==> src/hdl/avmm_pkg.sv <==
// Shared widths, depths, opcodes and request/response structs for the memory slave.
// Modules import this package wherever these names appear.
package avmm_pkg;

    // Word address width, 64 words
    localparam int ADDR_WIDTH = 6;

    // Data bus width and its byte enables
    localparam int DATA_WIDTH = 32;
    localparam int BE_WIDTH = DATA_WIDTH / 8;

    // Register stages between host and sink
    localparam int PIPE_STAGES = 2;

    // Request FIFO entries on the sink side
    localparam int FIFO_DEPTH = 8;

    // Requests still arriving after the sink raises waitrequest
    // One pipe depth for the waitrequest delay, one for requests already in flight
    localparam int WAIT_ALLOWANCE = 2 * PIPE_STAGES;

    // Request opcodes, idle means no request in this slot
    typedef enum logic [1:0]
    {
        OP_IDLE  = 2'd0,
        OP_READ  = 2'd1,
        OP_WRITE = 2'd2
    } mem_op_e;

    // One single-word request
    typedef struct packed
    {
        mem_op_e                 op;
        logic [ADDR_WIDTH-1:0]   address;
        logic [DATA_WIDTH-1:0]   writedata;
        logic [BE_WIDTH-1:0]     byteenable;
    } avmm_req_t;

    // Read response, one pulse per read
    typedef struct packed
    {
        logic                    readdatavalid;
        logic [DATA_WIDTH-1:0]   readdata;
    } avmm_rsp_t;

endpackage

==> src/hdl/avmm_reg_pipe.sv <==
// Register stages between host and sink for requests, responses and waitrequest.
// Waitrequest is delayed like the data, so the sink treats it as almost-full.
`timescale 1ns/1ps

module avmm_reg_pipe
#(
    parameter int N_REG_STAGES = avmm_pkg::PIPE_STAGES
)
(
    input  logic                mem_sink,
    input  logic                reset,
    input  avmm_pkg::avmm_req_t host_req,
    output logic                host_waitrequest,
    output avmm_pkg::avmm_req_t sink_req,
    input  logic                sink_waitrequest,
    input  avmm_pkg::avmm_rsp_t sink_rsp,
    output avmm_pkg::avmm_rsp_t host_rsp
);
    import avmm_pkg::*;

    // Request stages, index 0 is nearest the host
    avmm_req_t req_q [N_REG_STAGES];
    // Response stages, index 0 is nearest the sink
    avmm_rsp_t rsp_q [N_REG_STAGES];
    // Waitrequest delay line, sink value enters at bit 0
    logic [N_REG_STAGES-1:0] wait_q;
    // Host request qualified by waitrequest
    avmm_req_t req_in;

    // Only accepted requests enter the pipe
    always_comb
    begin
        req_in = host_req;
        if (host_waitrequest)
        begin
            req_in.op = OP_IDLE;
        end
    end

    always_ff @(posedge mem_sink)
    begin
        req_q[0] <= req_in;
        rsp_q[0] <= sink_rsp;
        for (int s = 1; s < N_REG_STAGES; s++)
        begin
            req_q[s] <= req_q[s-1];
            rsp_q[s] <= rsp_q[s-1];
        end

        // Reset empties every stage: idle op, no valid response
        if (reset)
        begin
            for (int s = 0; s < N_REG_STAGES; s++)
            begin
                req_q[s].op <= OP_IDLE;
                rsp_q[s].readdatavalid <= 1'b0;
            end
        end
    end

    // Waitrequest shift register
    always_ff @(posedge mem_sink)
    begin
        if (reset)
        begin
            wait_q <= '0;
        end
        else
        begin
            wait_q[0] <= sink_waitrequest;
            for (int s = 1; s < N_REG_STAGES; s++)
            begin
                wait_q[s] <= wait_q[s-1];
            end
        end
    end

    assign sink_req = req_q[N_REG_STAGES-1];
    assign host_rsp = rsp_q[N_REG_STAGES-1];
    assign host_waitrequest = wait_q[N_REG_STAGES-1];

    // A request refused by waitrequest is held unchanged into the next cycle
    a_host_holds_request: assert property (
        @(posedge mem_sink) disable iff (reset)
        (host_waitrequest && host_req.op != OP_IDLE) |=> $stable(host_req)
    );

endmodule

==> src/hdl/req_fifo.sv <==
// Circular request FIFO on the sink side of the pipe.
// Reports its free entry count so the controller can raise waitrequest early.
`timescale 1ns/1ps

module req_fifo
#(
    parameter int DEPTH = avmm_pkg::FIFO_DEPTH
)
(
    input  logic                         mem_sink,
    input  logic                         reset,
    input  logic                         push,
    input  avmm_pkg::avmm_req_t          push_data,
    input  logic                         pop,
    output avmm_pkg::avmm_req_t          head,
    output logic                         fifo_empty,
    output logic [$clog2(DEPTH+1)-1:0]   fifo_free
);
    import avmm_pkg::*;

    // Entry storage
    avmm_req_t entries [DEPTH];
    // Pointers wrap naturally, DEPTH is a power of two
    logic [$clog2(DEPTH)-1:0] wr_ptr;
    logic [$clog2(DEPTH)-1:0] rd_ptr;
    // Occupied entries, 0 to DEPTH
    logic [$clog2(DEPTH+1)-1:0] count;

    // Storage write
    always_ff @(posedge mem_sink)
    begin
        if (push)
        begin
            entries[wr_ptr] <= push_data;
        end
    end

    // Pointer and occupancy tracking
    always_ff @(posedge mem_sink)
    begin
        if (reset)
        begin
            wr_ptr <= '0;
            rd_ptr <= '0;
            count <= '0;
        end
        else
        begin
            if (push)
            begin
                wr_ptr <= wr_ptr + 1'b1;
            end
            if (pop)
            begin
                rd_ptr <= rd_ptr + 1'b1;
            end
            // Simultaneous push and pop leaves the count alone
            case ({push, pop})
                2'b10: count <= count + 1'b1;
                2'b01: count <= count - 1'b1;
                default: count <= count;
            endcase
        end
    end

    // Head is read combinationally, a push shows up the next cycle
    assign head = entries[rd_ptr];
    assign fifo_empty = (count == '0);
    assign fifo_free = ($clog2(DEPTH+1))'(DEPTH) - count;

    // Upstream waitrequest allowance must keep the FIFO from overflowing
    a_no_push_full: assert property (
        @(posedge mem_sink) disable iff (reset)
        !(push && count == ($clog2(DEPTH+1))'(DEPTH))
    );

    a_no_pop_empty: assert property (
        @(posedge mem_sink) disable iff (reset)
        !(pop && fifo_empty)
    );

endmodule

==> src/hdl/mem_array.sv <==
// Single-port word memory with byte-enabled writes and a registered read.
// Sits behind the sink controller as a model of a memory macro.
`timescale 1ns/1ps

module mem_array
(
    input  logic                          mem_sink,
    input  avmm_pkg::avmm_req_t           mem_cmd,
    output logic [avmm_pkg::DATA_WIDTH-1:0] rdata
);
    import avmm_pkg::*;

    // Word storage, power-up contents undefined
    logic [DATA_WIDTH-1:0] words [2**ADDR_WIDTH];

    always_ff @(posedge mem_sink)
    begin
        if (mem_cmd.op == OP_WRITE)
        begin
            // Byte lanes with enable set are updated, others keep old data
            for (int b = 0; b < BE_WIDTH; b++)
            begin
                if (mem_cmd.byteenable[b])
                begin
                    words[mem_cmd.address][8*b +: 8] <= mem_cmd.writedata[8*b +: 8];
                end
            end
        end

        // Read data valid one cycle after the command
        if (mem_cmd.op == OP_READ)
        begin
            rdata <= words[mem_cmd.address];
        end
    end

endmodule

==> src/hdl/mem_ctrl.sv <==
// Sink controller for the memory slave: pops requests, drives the array,
// forms read responses and raises waitrequest from the FIFO free count.
`timescale 1ns/1ps

module mem_ctrl
(
    input  logic                                          mem_sink,
    input  logic                                          reset,
    input  logic                                          drain_stall,
    input  avmm_pkg::avmm_req_t                           head,
    input  logic                                          fifo_empty,
    input  logic [$clog2(avmm_pkg::FIFO_DEPTH+1)-1:0]     fifo_free,
    input  logic [avmm_pkg::DATA_WIDTH-1:0]               rdata,
    output logic                                          pop,
    output avmm_pkg::avmm_req_t                           mem_cmd,
    output logic                                          sink_waitrequest,
    output avmm_pkg::avmm_rsp_t                           sink_rsp
);
    import avmm_pkg::*;

    // Read popped this cycle
    logic read_pop;
    // Reads in flight: bit 0 is array read, bit 1 is response register
    logic [1:0] rd_shift;
    // Response data register
    logic [DATA_WIDTH-1:0] rsp_data;

    // Drain whenever there is work and the memory is not busy
    assign pop = !fifo_empty && !drain_stall;
    assign read_pop = pop && (head.op == OP_READ);

    // Popped head goes straight to the array, otherwise idle
    always_comb
    begin
        mem_cmd = head;
        if (!pop)
        begin
            mem_cmd.op = OP_IDLE;
        end
    end

    // Almost-full: leave room for requests still in the pipe
    assign sink_waitrequest = (fifo_free <= ($bits(fifo_free))'(WAIT_ALLOWANCE));

    // Read tracking
    always_ff @(posedge mem_sink)
    begin
        if (reset)
        begin
            rd_shift <= '0;
        end
        else
        begin
            rd_shift <= {rd_shift[0], read_pop};
        end
    end

    // Capture array output the cycle it becomes valid
    always_ff @(posedge mem_sink)
    begin
        if (rd_shift[0])
        begin
            rsp_data <= rdata;
        end
    end

    assign sink_rsp.readdatavalid = rd_shift[1];
    assign sink_rsp.readdata = rsp_data;

    // Only accepted reads and writes ever leave the FIFO head
    a_pop_is_request: assert property (
        @(posedge mem_sink) disable iff (reset)
        pop |-> (head.op == OP_READ || head.op == OP_WRITE)
    );

endmodule

==> src/hdl/avmm_mem_top.sv <==
// Top level of the memory slave: register pipe in front of FIFO, controller and array.
// Hosts connect on the host_* ports, drain_stall models a busy memory.
`timescale 1ns/1ps

module avmm_mem_top
(
    input  logic                mem_sink,
    input  logic                reset,
    input  logic                drain_stall,
    input  avmm_pkg::avmm_req_t host_req,
    output logic                host_waitrequest,
    output avmm_pkg::avmm_rsp_t host_rsp
);
    import avmm_pkg::*;

    // Sink side of the pipe
    avmm_req_t sink_req;
    avmm_rsp_t sink_rsp;
    logic      sink_waitrequest;

    // FIFO to controller
    logic                            fifo_push;
    avmm_req_t                       fifo_head;
    logic                            fifo_empty;
    logic [$clog2(FIFO_DEPTH+1)-1:0] fifo_free;
    logic                            pop;

    // Controller to array
    avmm_req_t             mem_cmd;
    logic [DATA_WIDTH-1:0] rdata;

    // Pipe only emits non-idle ops for accepted requests
    assign fifo_push = (sink_req.op != OP_IDLE);

    avmm_reg_pipe i_pipe (
        .mem_sink         (mem_sink),
        .reset            (reset),
        .host_req         (host_req),
        .host_waitrequest (host_waitrequest),
        .sink_req         (sink_req),
        .sink_waitrequest (sink_waitrequest),
        .sink_rsp         (sink_rsp),
        .host_rsp         (host_rsp)
    );

    req_fifo i_fifo (
        .mem_sink   (mem_sink),
        .reset      (reset),
        .push       (fifo_push),
        .push_data  (sink_req),
        .pop        (pop),
        .head       (fifo_head),
        .fifo_empty (fifo_empty),
        .fifo_free  (fifo_free)
    );

    mem_ctrl i_ctrl (
        .mem_sink         (mem_sink),
        .reset            (reset),
        .drain_stall      (drain_stall),
        .head             (fifo_head),
        .fifo_empty       (fifo_empty),
        .fifo_free        (fifo_free),
        .rdata            (rdata),
        .pop              (pop),
        .mem_cmd          (mem_cmd),
        .sink_waitrequest (sink_waitrequest),
        .sink_rsp         (sink_rsp)
    );

    mem_array i_mem (
        .mem_sink (mem_sink),
        .mem_cmd  (mem_cmd),
        .rdata    (rdata)
    );

endmodule

==> config.mk <==
export PLATFORM = sky130hd
export DESIGN_NAME = avmm_mem_top
export DESIGN_NICKNAME = d
export VERILOG_FILES = /design/src/hdl/avmm_pkg.sv /design/src/hdl/avmm_reg_pipe.sv /design/src/hdl/req_fifo.sv /design/src/hdl/mem_array.sv /design/src/hdl/mem_ctrl.sv /design/src/hdl/avmm_mem_top.sv
export SDC_FILE = /design/constraint.sdc
export NUM_CORES = 2
export LEC_CHECK = 0
export ABC_AREA = 1
export BUFFER_PORTS_ARGS = -buffer_cell sky130_fd_sc_hd__buf_4
export CAP_MARGIN = 15
export CORE_MARGIN = 2
export CORE_UTILIZATION = 30
export DETAILED_ROUTE_END_ITERATION = 7
export PLACE_DENSITY = 0.42
export SLEW_MARGIN = 15
export SYNTH_ARGS = -nofsm -noshare
export SYNTH_HDL_FRONTEND = slang
export SYNTH_SLANG_ARGS = --single-unit
==> constraint.sdc <==
create_clock -name mem_sink -period 11.5 [get_ports mem_sink]
set_input_delay 1.15 -clock mem_sink [delete_from_list [all_inputs] [get_ports mem_sink]]
set_output_delay 1.15 -clock mem_sink [all_outputs]
set_load 0.02 [all_outputs]
After elaboration in Yosys (flattened, before gate mapping)
Memory sizes are Yosys's and may differ from the RTL's. A register that Yosys moved wholly into a read port is not among the register bits.
Cells that the tools add are included.
Word-level totals
  output and inout bits: 34
  flip-flop bits (word level): 46
  logic and storage cells: 57
  bits in writable memories: 2554
  bits of input ports: 47
  memories: 4
Cells by class
  reduce and logical (&&, ||, !) cells: 7
  equal/unequal tests: 5
  add/subtract/negate cells: 5
  bitwise operators: 4
  muxes and demuxes: 25
  $lt $le $gt $ge: 1
Memory list
  i_mem.words: depth 64, width 32, read ports 1, clocked after memory_dff 1, write ports 1, RTL line mem_array.sv:14  | logic [DATA_WIDTH-1:0] words [2**ADDR_WIDTH];
  i_fifo.entries: depth 8, width 44, read ports 1, clocked after memory_dff 1, write ports 1, RTL line req_fifo.sv:22  | avmm_req_t entries [DEPTH];
  i_pipe.req_q: depth 2, width 44, read ports 2, clocked after memory_dff 0, write ports 2, RTL line avmm_reg_pipe.sv:22  | avmm_req_t req_q [N_REG_STAGES];
  i_pipe.rsp_q: depth 2, width 33, read ports 2, clocked after memory_dff 0, write ports 2, RTL line avmm_reg_pipe.sv:24  | avmm_rsp_t rsp_q [N_REG_STAGES];
Operator list (number)
  1-bit two-way mux: 18
  2-bit two-way mux: 4
  4-bit case mux with 2 select lines: 1
  3-bit by 1-bit adder with 3-bit output, second input constant: 2
  2-bit by 1-bit == test with 1-bit output, second input constant: 3
  3-bit two-way mux: 2
  4-bit by 1-bit adder with 4-bit output, second input constant: 1
  2-bit == test, second input constant: 2
  4-bit by 3-bit <= comparator with 1-bit output, second input constant: 1
  4-bit logical NOT: 1
  1-bit bitwise OR, first input constant: 4
  2-bit nonzero test: 2
  4-bit by 1-bit subtractor with 4-bit output, second input constant: 1
  4-bit subtractor, first input constant: 1
  1-bit logical AND: 2
  1-bit logical NOT: 2

Longest topological paths before layout
  word-level depth: 7
  depth in mapped cells: 18
  depth with buffers taken out: 14

Modules after synthesis
A second synthesis with hierarchy kept.
Second synthesis, totals
  cell total of the unflattened synthesis: 10153
  area, all modules: 107684.5 um^2
Modules (own cells, without submodules)
  mem_array: sequential area each 62459.9 um^2, area each 88130.8 um^2, times used 1, cells each 8726
  req_fifo: sequential area each 10830.4 um^2, area each 14378.8 um^2, times used 1, cells each 1081
  avmm_reg_pipe: sequential area each 3123.0 um^2, area each 3774.9 um^2, times used 1, cells each 252
  mem_ctrl: sequential area each 1001.0 um^2, area each 1388.8 um^2, times used 1, cells each 91
  avmm_mem_top: sequential area each 0.0 um^2, area each 11.3 um^2, times used 1, cells each 3

Worst setup path before layout
No wires, ideal clock.
  path type: register to register
  from: reg with a tool-made name
  to: mem i_mem.words[0][2] (data pin)
  arrival time: 3.582 ns
  slack: 7.330 ns
  cell stages (with the launch flop): 11
  library setup time: 0.588 ns
  cell sequence: dfxtp_1 -> buf_6 -> buf_6 -> buf_6 -> buf_4 -> clkbuf_1 -> clkbuf_1 -> nor2_1 -> nor2_1 -> o21ai_0 -> a31oi_1
RTL lines (RTL line)
  to (decl): mem_array.sv:14

==> results_dict.tcl <==
set metrics [dict create \
    vias 68500 \
    pwr_density_cell_mw_per_mm2 250.8 \
    synth_ff_type "edfxtp_1" \
    clkSinkCount 2635 \
    portBuffers 80 \
    cts_hold_buf 0 \
    fillers 36210 \
    rsz0062_at_grt "false" \
    synth_nets 9780 \
    path_max_fanout 136 \
    grt_pass1_wl_mm 493.0 \
    core_sq_mm 0.3628 \
    ant_nets 0 \
    ys_types 39 \
    max_freq_ghz 0.1484 \
    die_area_sq_mm 0.3695 \
    finalSetupTns_ns 0 \
    rows 221 \
    drt_iter0_markers 6020 \
    slew_headroom 0.1958 \
    post_cts_buffers 0 \
    hpwl_mm 196.2 \
    die_width_um 607.9 \
    hold_start "i_pipe.rsp_q[0][8]" \
    num_io_pins 81 \
    tightestPinTransition_ns 1.206 \
    syn_inst 9729 \
    synth_area_sq_mm 0.1094 \
    slew_viol_final 0 \
    critPathLaunchType "register" \
    min_to "i_pipe.rsp_q[0][41]" \
    nets 9752 \
    stdcell_area_sq_mm 0.1247 \
    fin_crit_sh 0.5859 \
    grt_usage 0.1816 \
    muxShareOfSynthArea 0 \
    finalWirelength_mm 342.3 \
    status "finished clean" \
    end_kind "register" \
    max-cap-violations 0 \
    yosysTopAreaCell "edfxtp_1" \
    avgSynthCellArea_sq_um 11.25 \
    synth_edf_count 2464 \
    cts-resized-gates 0 \
    arrival_ns 7.36 \
    crit_type "reg2reg" \
    cts_buffers 313 \
    cts_max_level 5 \
    drt_first_pass_iters 7 \
    gp_congestion 0.7815 \
    hp-class "reg2reg" \
    async_reset_ff_frac 0 \
    finalSetupViolations 0 \
    min_period_ns 6.738 \
    synth_top_cell_area_share 0.6763 \
    placed_area_sq_mm 0.1150 \
    synth_adder_area_share 0.0004574 \
    hold_viol 0 \
    p_leak_uw 0.04845 \
    fin_skew_ns 0.09194 \
    ff2ff_setup_slack_ns 4.76 \
    synth_area_leaders "edfxtp_1 68%, nand2_1 7.7%, inv_1 5.0%" \
    grt_overflow 0 \
    insertion_delay_ns 0.93 \
    ff2ff_path_depth 15 \
    yosys.area_share.simple 0.1896 \
    antenna_found_initial 34 \
    irDropWorstVdd_uv 190.7 \
    holdPathStages 0 \
    yosysWarnings 0 \
    synth_compound_area_frac 0.02579 \
    worstReg2RegEnd "i_mem.rdata[17]" \
    synth-xor-area-share 0.0004003 \
    ys_ff_latch 2635 \
    drt-vias-per-instance 4.645 \
    drive_gt1_frac 0.08529 \
    die_h_um 607.9 \
    path_clk_slew_ns 0.06 \
    ctsLongestPathBuffers 4 \
    cts_root_buf "clkbuf_16" \
    grt_max_degree 140 \
    areaGrowthSynthToFinish_pct 13.97 \
    synth_top_family_by_area "simple AND/OR/NAND/NOR gates" \
    cts_tree "built" \
    drc_errors 0 \
    start_util 0.3016 \
    required_ns 12.13 \
    yosysSeqAreaShare 0.7076 \
    grt_pass1_vias 67570 \
    post_drt_wl_per_cell_um 23.21 \
]
[synth_stat cells, types with 2 or more instances]
cell type	n
nor3_2	8
a211oi_1	2
nor3b_1	4
inv_2	5
nor2_1	599
o211ai_4	4
dfxtp_1	171
nand2_1	2236
xor2_1	4
buf_2	265
a21oi_1	21
nor2_4	2
nor3_1	4
buf_6	30
o21ai_2	6
nand3_1	1041
nor2_2	11
buf_4	47
inv_1	1456
a32o_1	4
ha_1	4
clkbuf_1	201
nand3b_1	512
buf_1	10
a22oi_1	4
a31oi_1	32
or2_2	129
o21ai_0	333
edfxtp_1	2464
o22ai_1	35
o21ai_1	77
[flip-flops by register name, indices dropped and copies added (netlist names), 3 cells and up, named ones only]
name             flops
i_pipe.rsp_q        66
i_fifo.wr_ptr        3
i_mem.rdata         32
i_ctrl.rsp_data     32
i_mem.words       2048
i_fifo.rd_ptr        3
i_pipe.req_q        88
i_fifo.entries     352
i_fifo.count         4
[metrics by stage]
step	cells	hold slack [ns]	util	total power, uW	setup slack (ns)
6_report	14750	0.3243	0.3437	31270	4.762
5_1_grt	14740	0.2659	0.3437	32800	4.437
4_1_cts	14740	0.2303	0.3436	31730	4.889
3_5_place_dp	14180	0.3121	0.3170	22140	4.945
3_3_place_gp	14180	0.3125	0.3169	22110	5.065
2_1_floorplan	9729	0.3096	-	17840	7.330
[how the worst max path moves through the flow]
stage | start | endpoint | depth (start not counted)
finish | register | i_mem.rdata[17] | 15
global route | register | i_mem.rdata[7] | 15
CTS | register | i_mem.rdata[7] | 15
detailed placement | register | i_mem.rdata[7] | 15
global placement | register | i_mem.rdata[7] | 15
floorplan | register | i_mem.words[0][2] | 10
[logic make-up after synthesis]
kind of cell	Yosys count
adder cells (fa/ha/maj)	4
flip-flops	2635
AND/OR/NAND/NOR	4548
XOR/XNOR	5
AO/OA/AOI/OAI	520
buffers and inverters	2017
[layout by cell type, fill, tap and decap left out, types with 14 or more instances in the layout]
| master | count |
|---|---|
| or2_2 | 129 |
| buf_4 | 199 |
| nor2_4 | 15 |
| nand3_1 | 1039 |
| nand3b_1 | 512 |
| a21oi_1 | 21 |
| nand2_1 | 2236 |
| bufinv_16 | 14 |
| clkinv_2 | 43 |
| clkbuf_1 | 96 |
| clkinv_1 | 51 |
| nor2_1 | 580 |
| clkbuf_16 | 319 |
| nor2_2 | 17 |
| o21ai_0 | 332 |
| dfxtp_1 | 168 |
| edfxtp_1 | 2464 |
| o22ai_1 | 35 |
| a31oi_4 | 32 |
| inv_1 | 1455 |
| o21ai_1 | 78 |
[report_power, final]
part / switching (uW) / internal [uW] / total, uW
clock: 4030 / 5500 / 9520
sequential: 142 / 12000 / 12100
combinational: 7590 / 2010 / 9600
[per-layer routing]
metal	vias up	share of wire	track usage
li1	32200	-	-
met5	-	0.00062	0.002583
met3	501	0.049	0.02523
met2	1619	0.46	0.2934
met1	34170	0.46	0.2535
met4	14	0.030	0.05265
[critical path, cell delays in order (launching register included)]
cell	delay, ns
dfxtp_1	0.30
buf_4	0.20
inv_6	0.51
buf_4	0.67
nand3_4	0.48
nand2_8	0.55
buf_12	0.41
buf_12	0.56
buf_4	0.82
nand2_1	0.12
nand3_1	0.12
nand2_1	0.06
o21ai_0	0.30
nand2_1	0.14
nor2_1	0.37
nand2_1	0.12
[area by class of cell]
class,instances,area (sq um),share of cell area
repair buffers,212,1744,0.01399
clock buffers,426,8494,0.06812
flip-flops and latches,2635,77430,0.6209
inverters,1462,5503,0.04413
well taps,4794,5998,0.04810
clock inverters,131,1164,0.009332
diodes,10,25.02,0.0002007
multi-input cells,5077,24340,0.1952
Note: power is estimated with default switching activity, not from simulation.
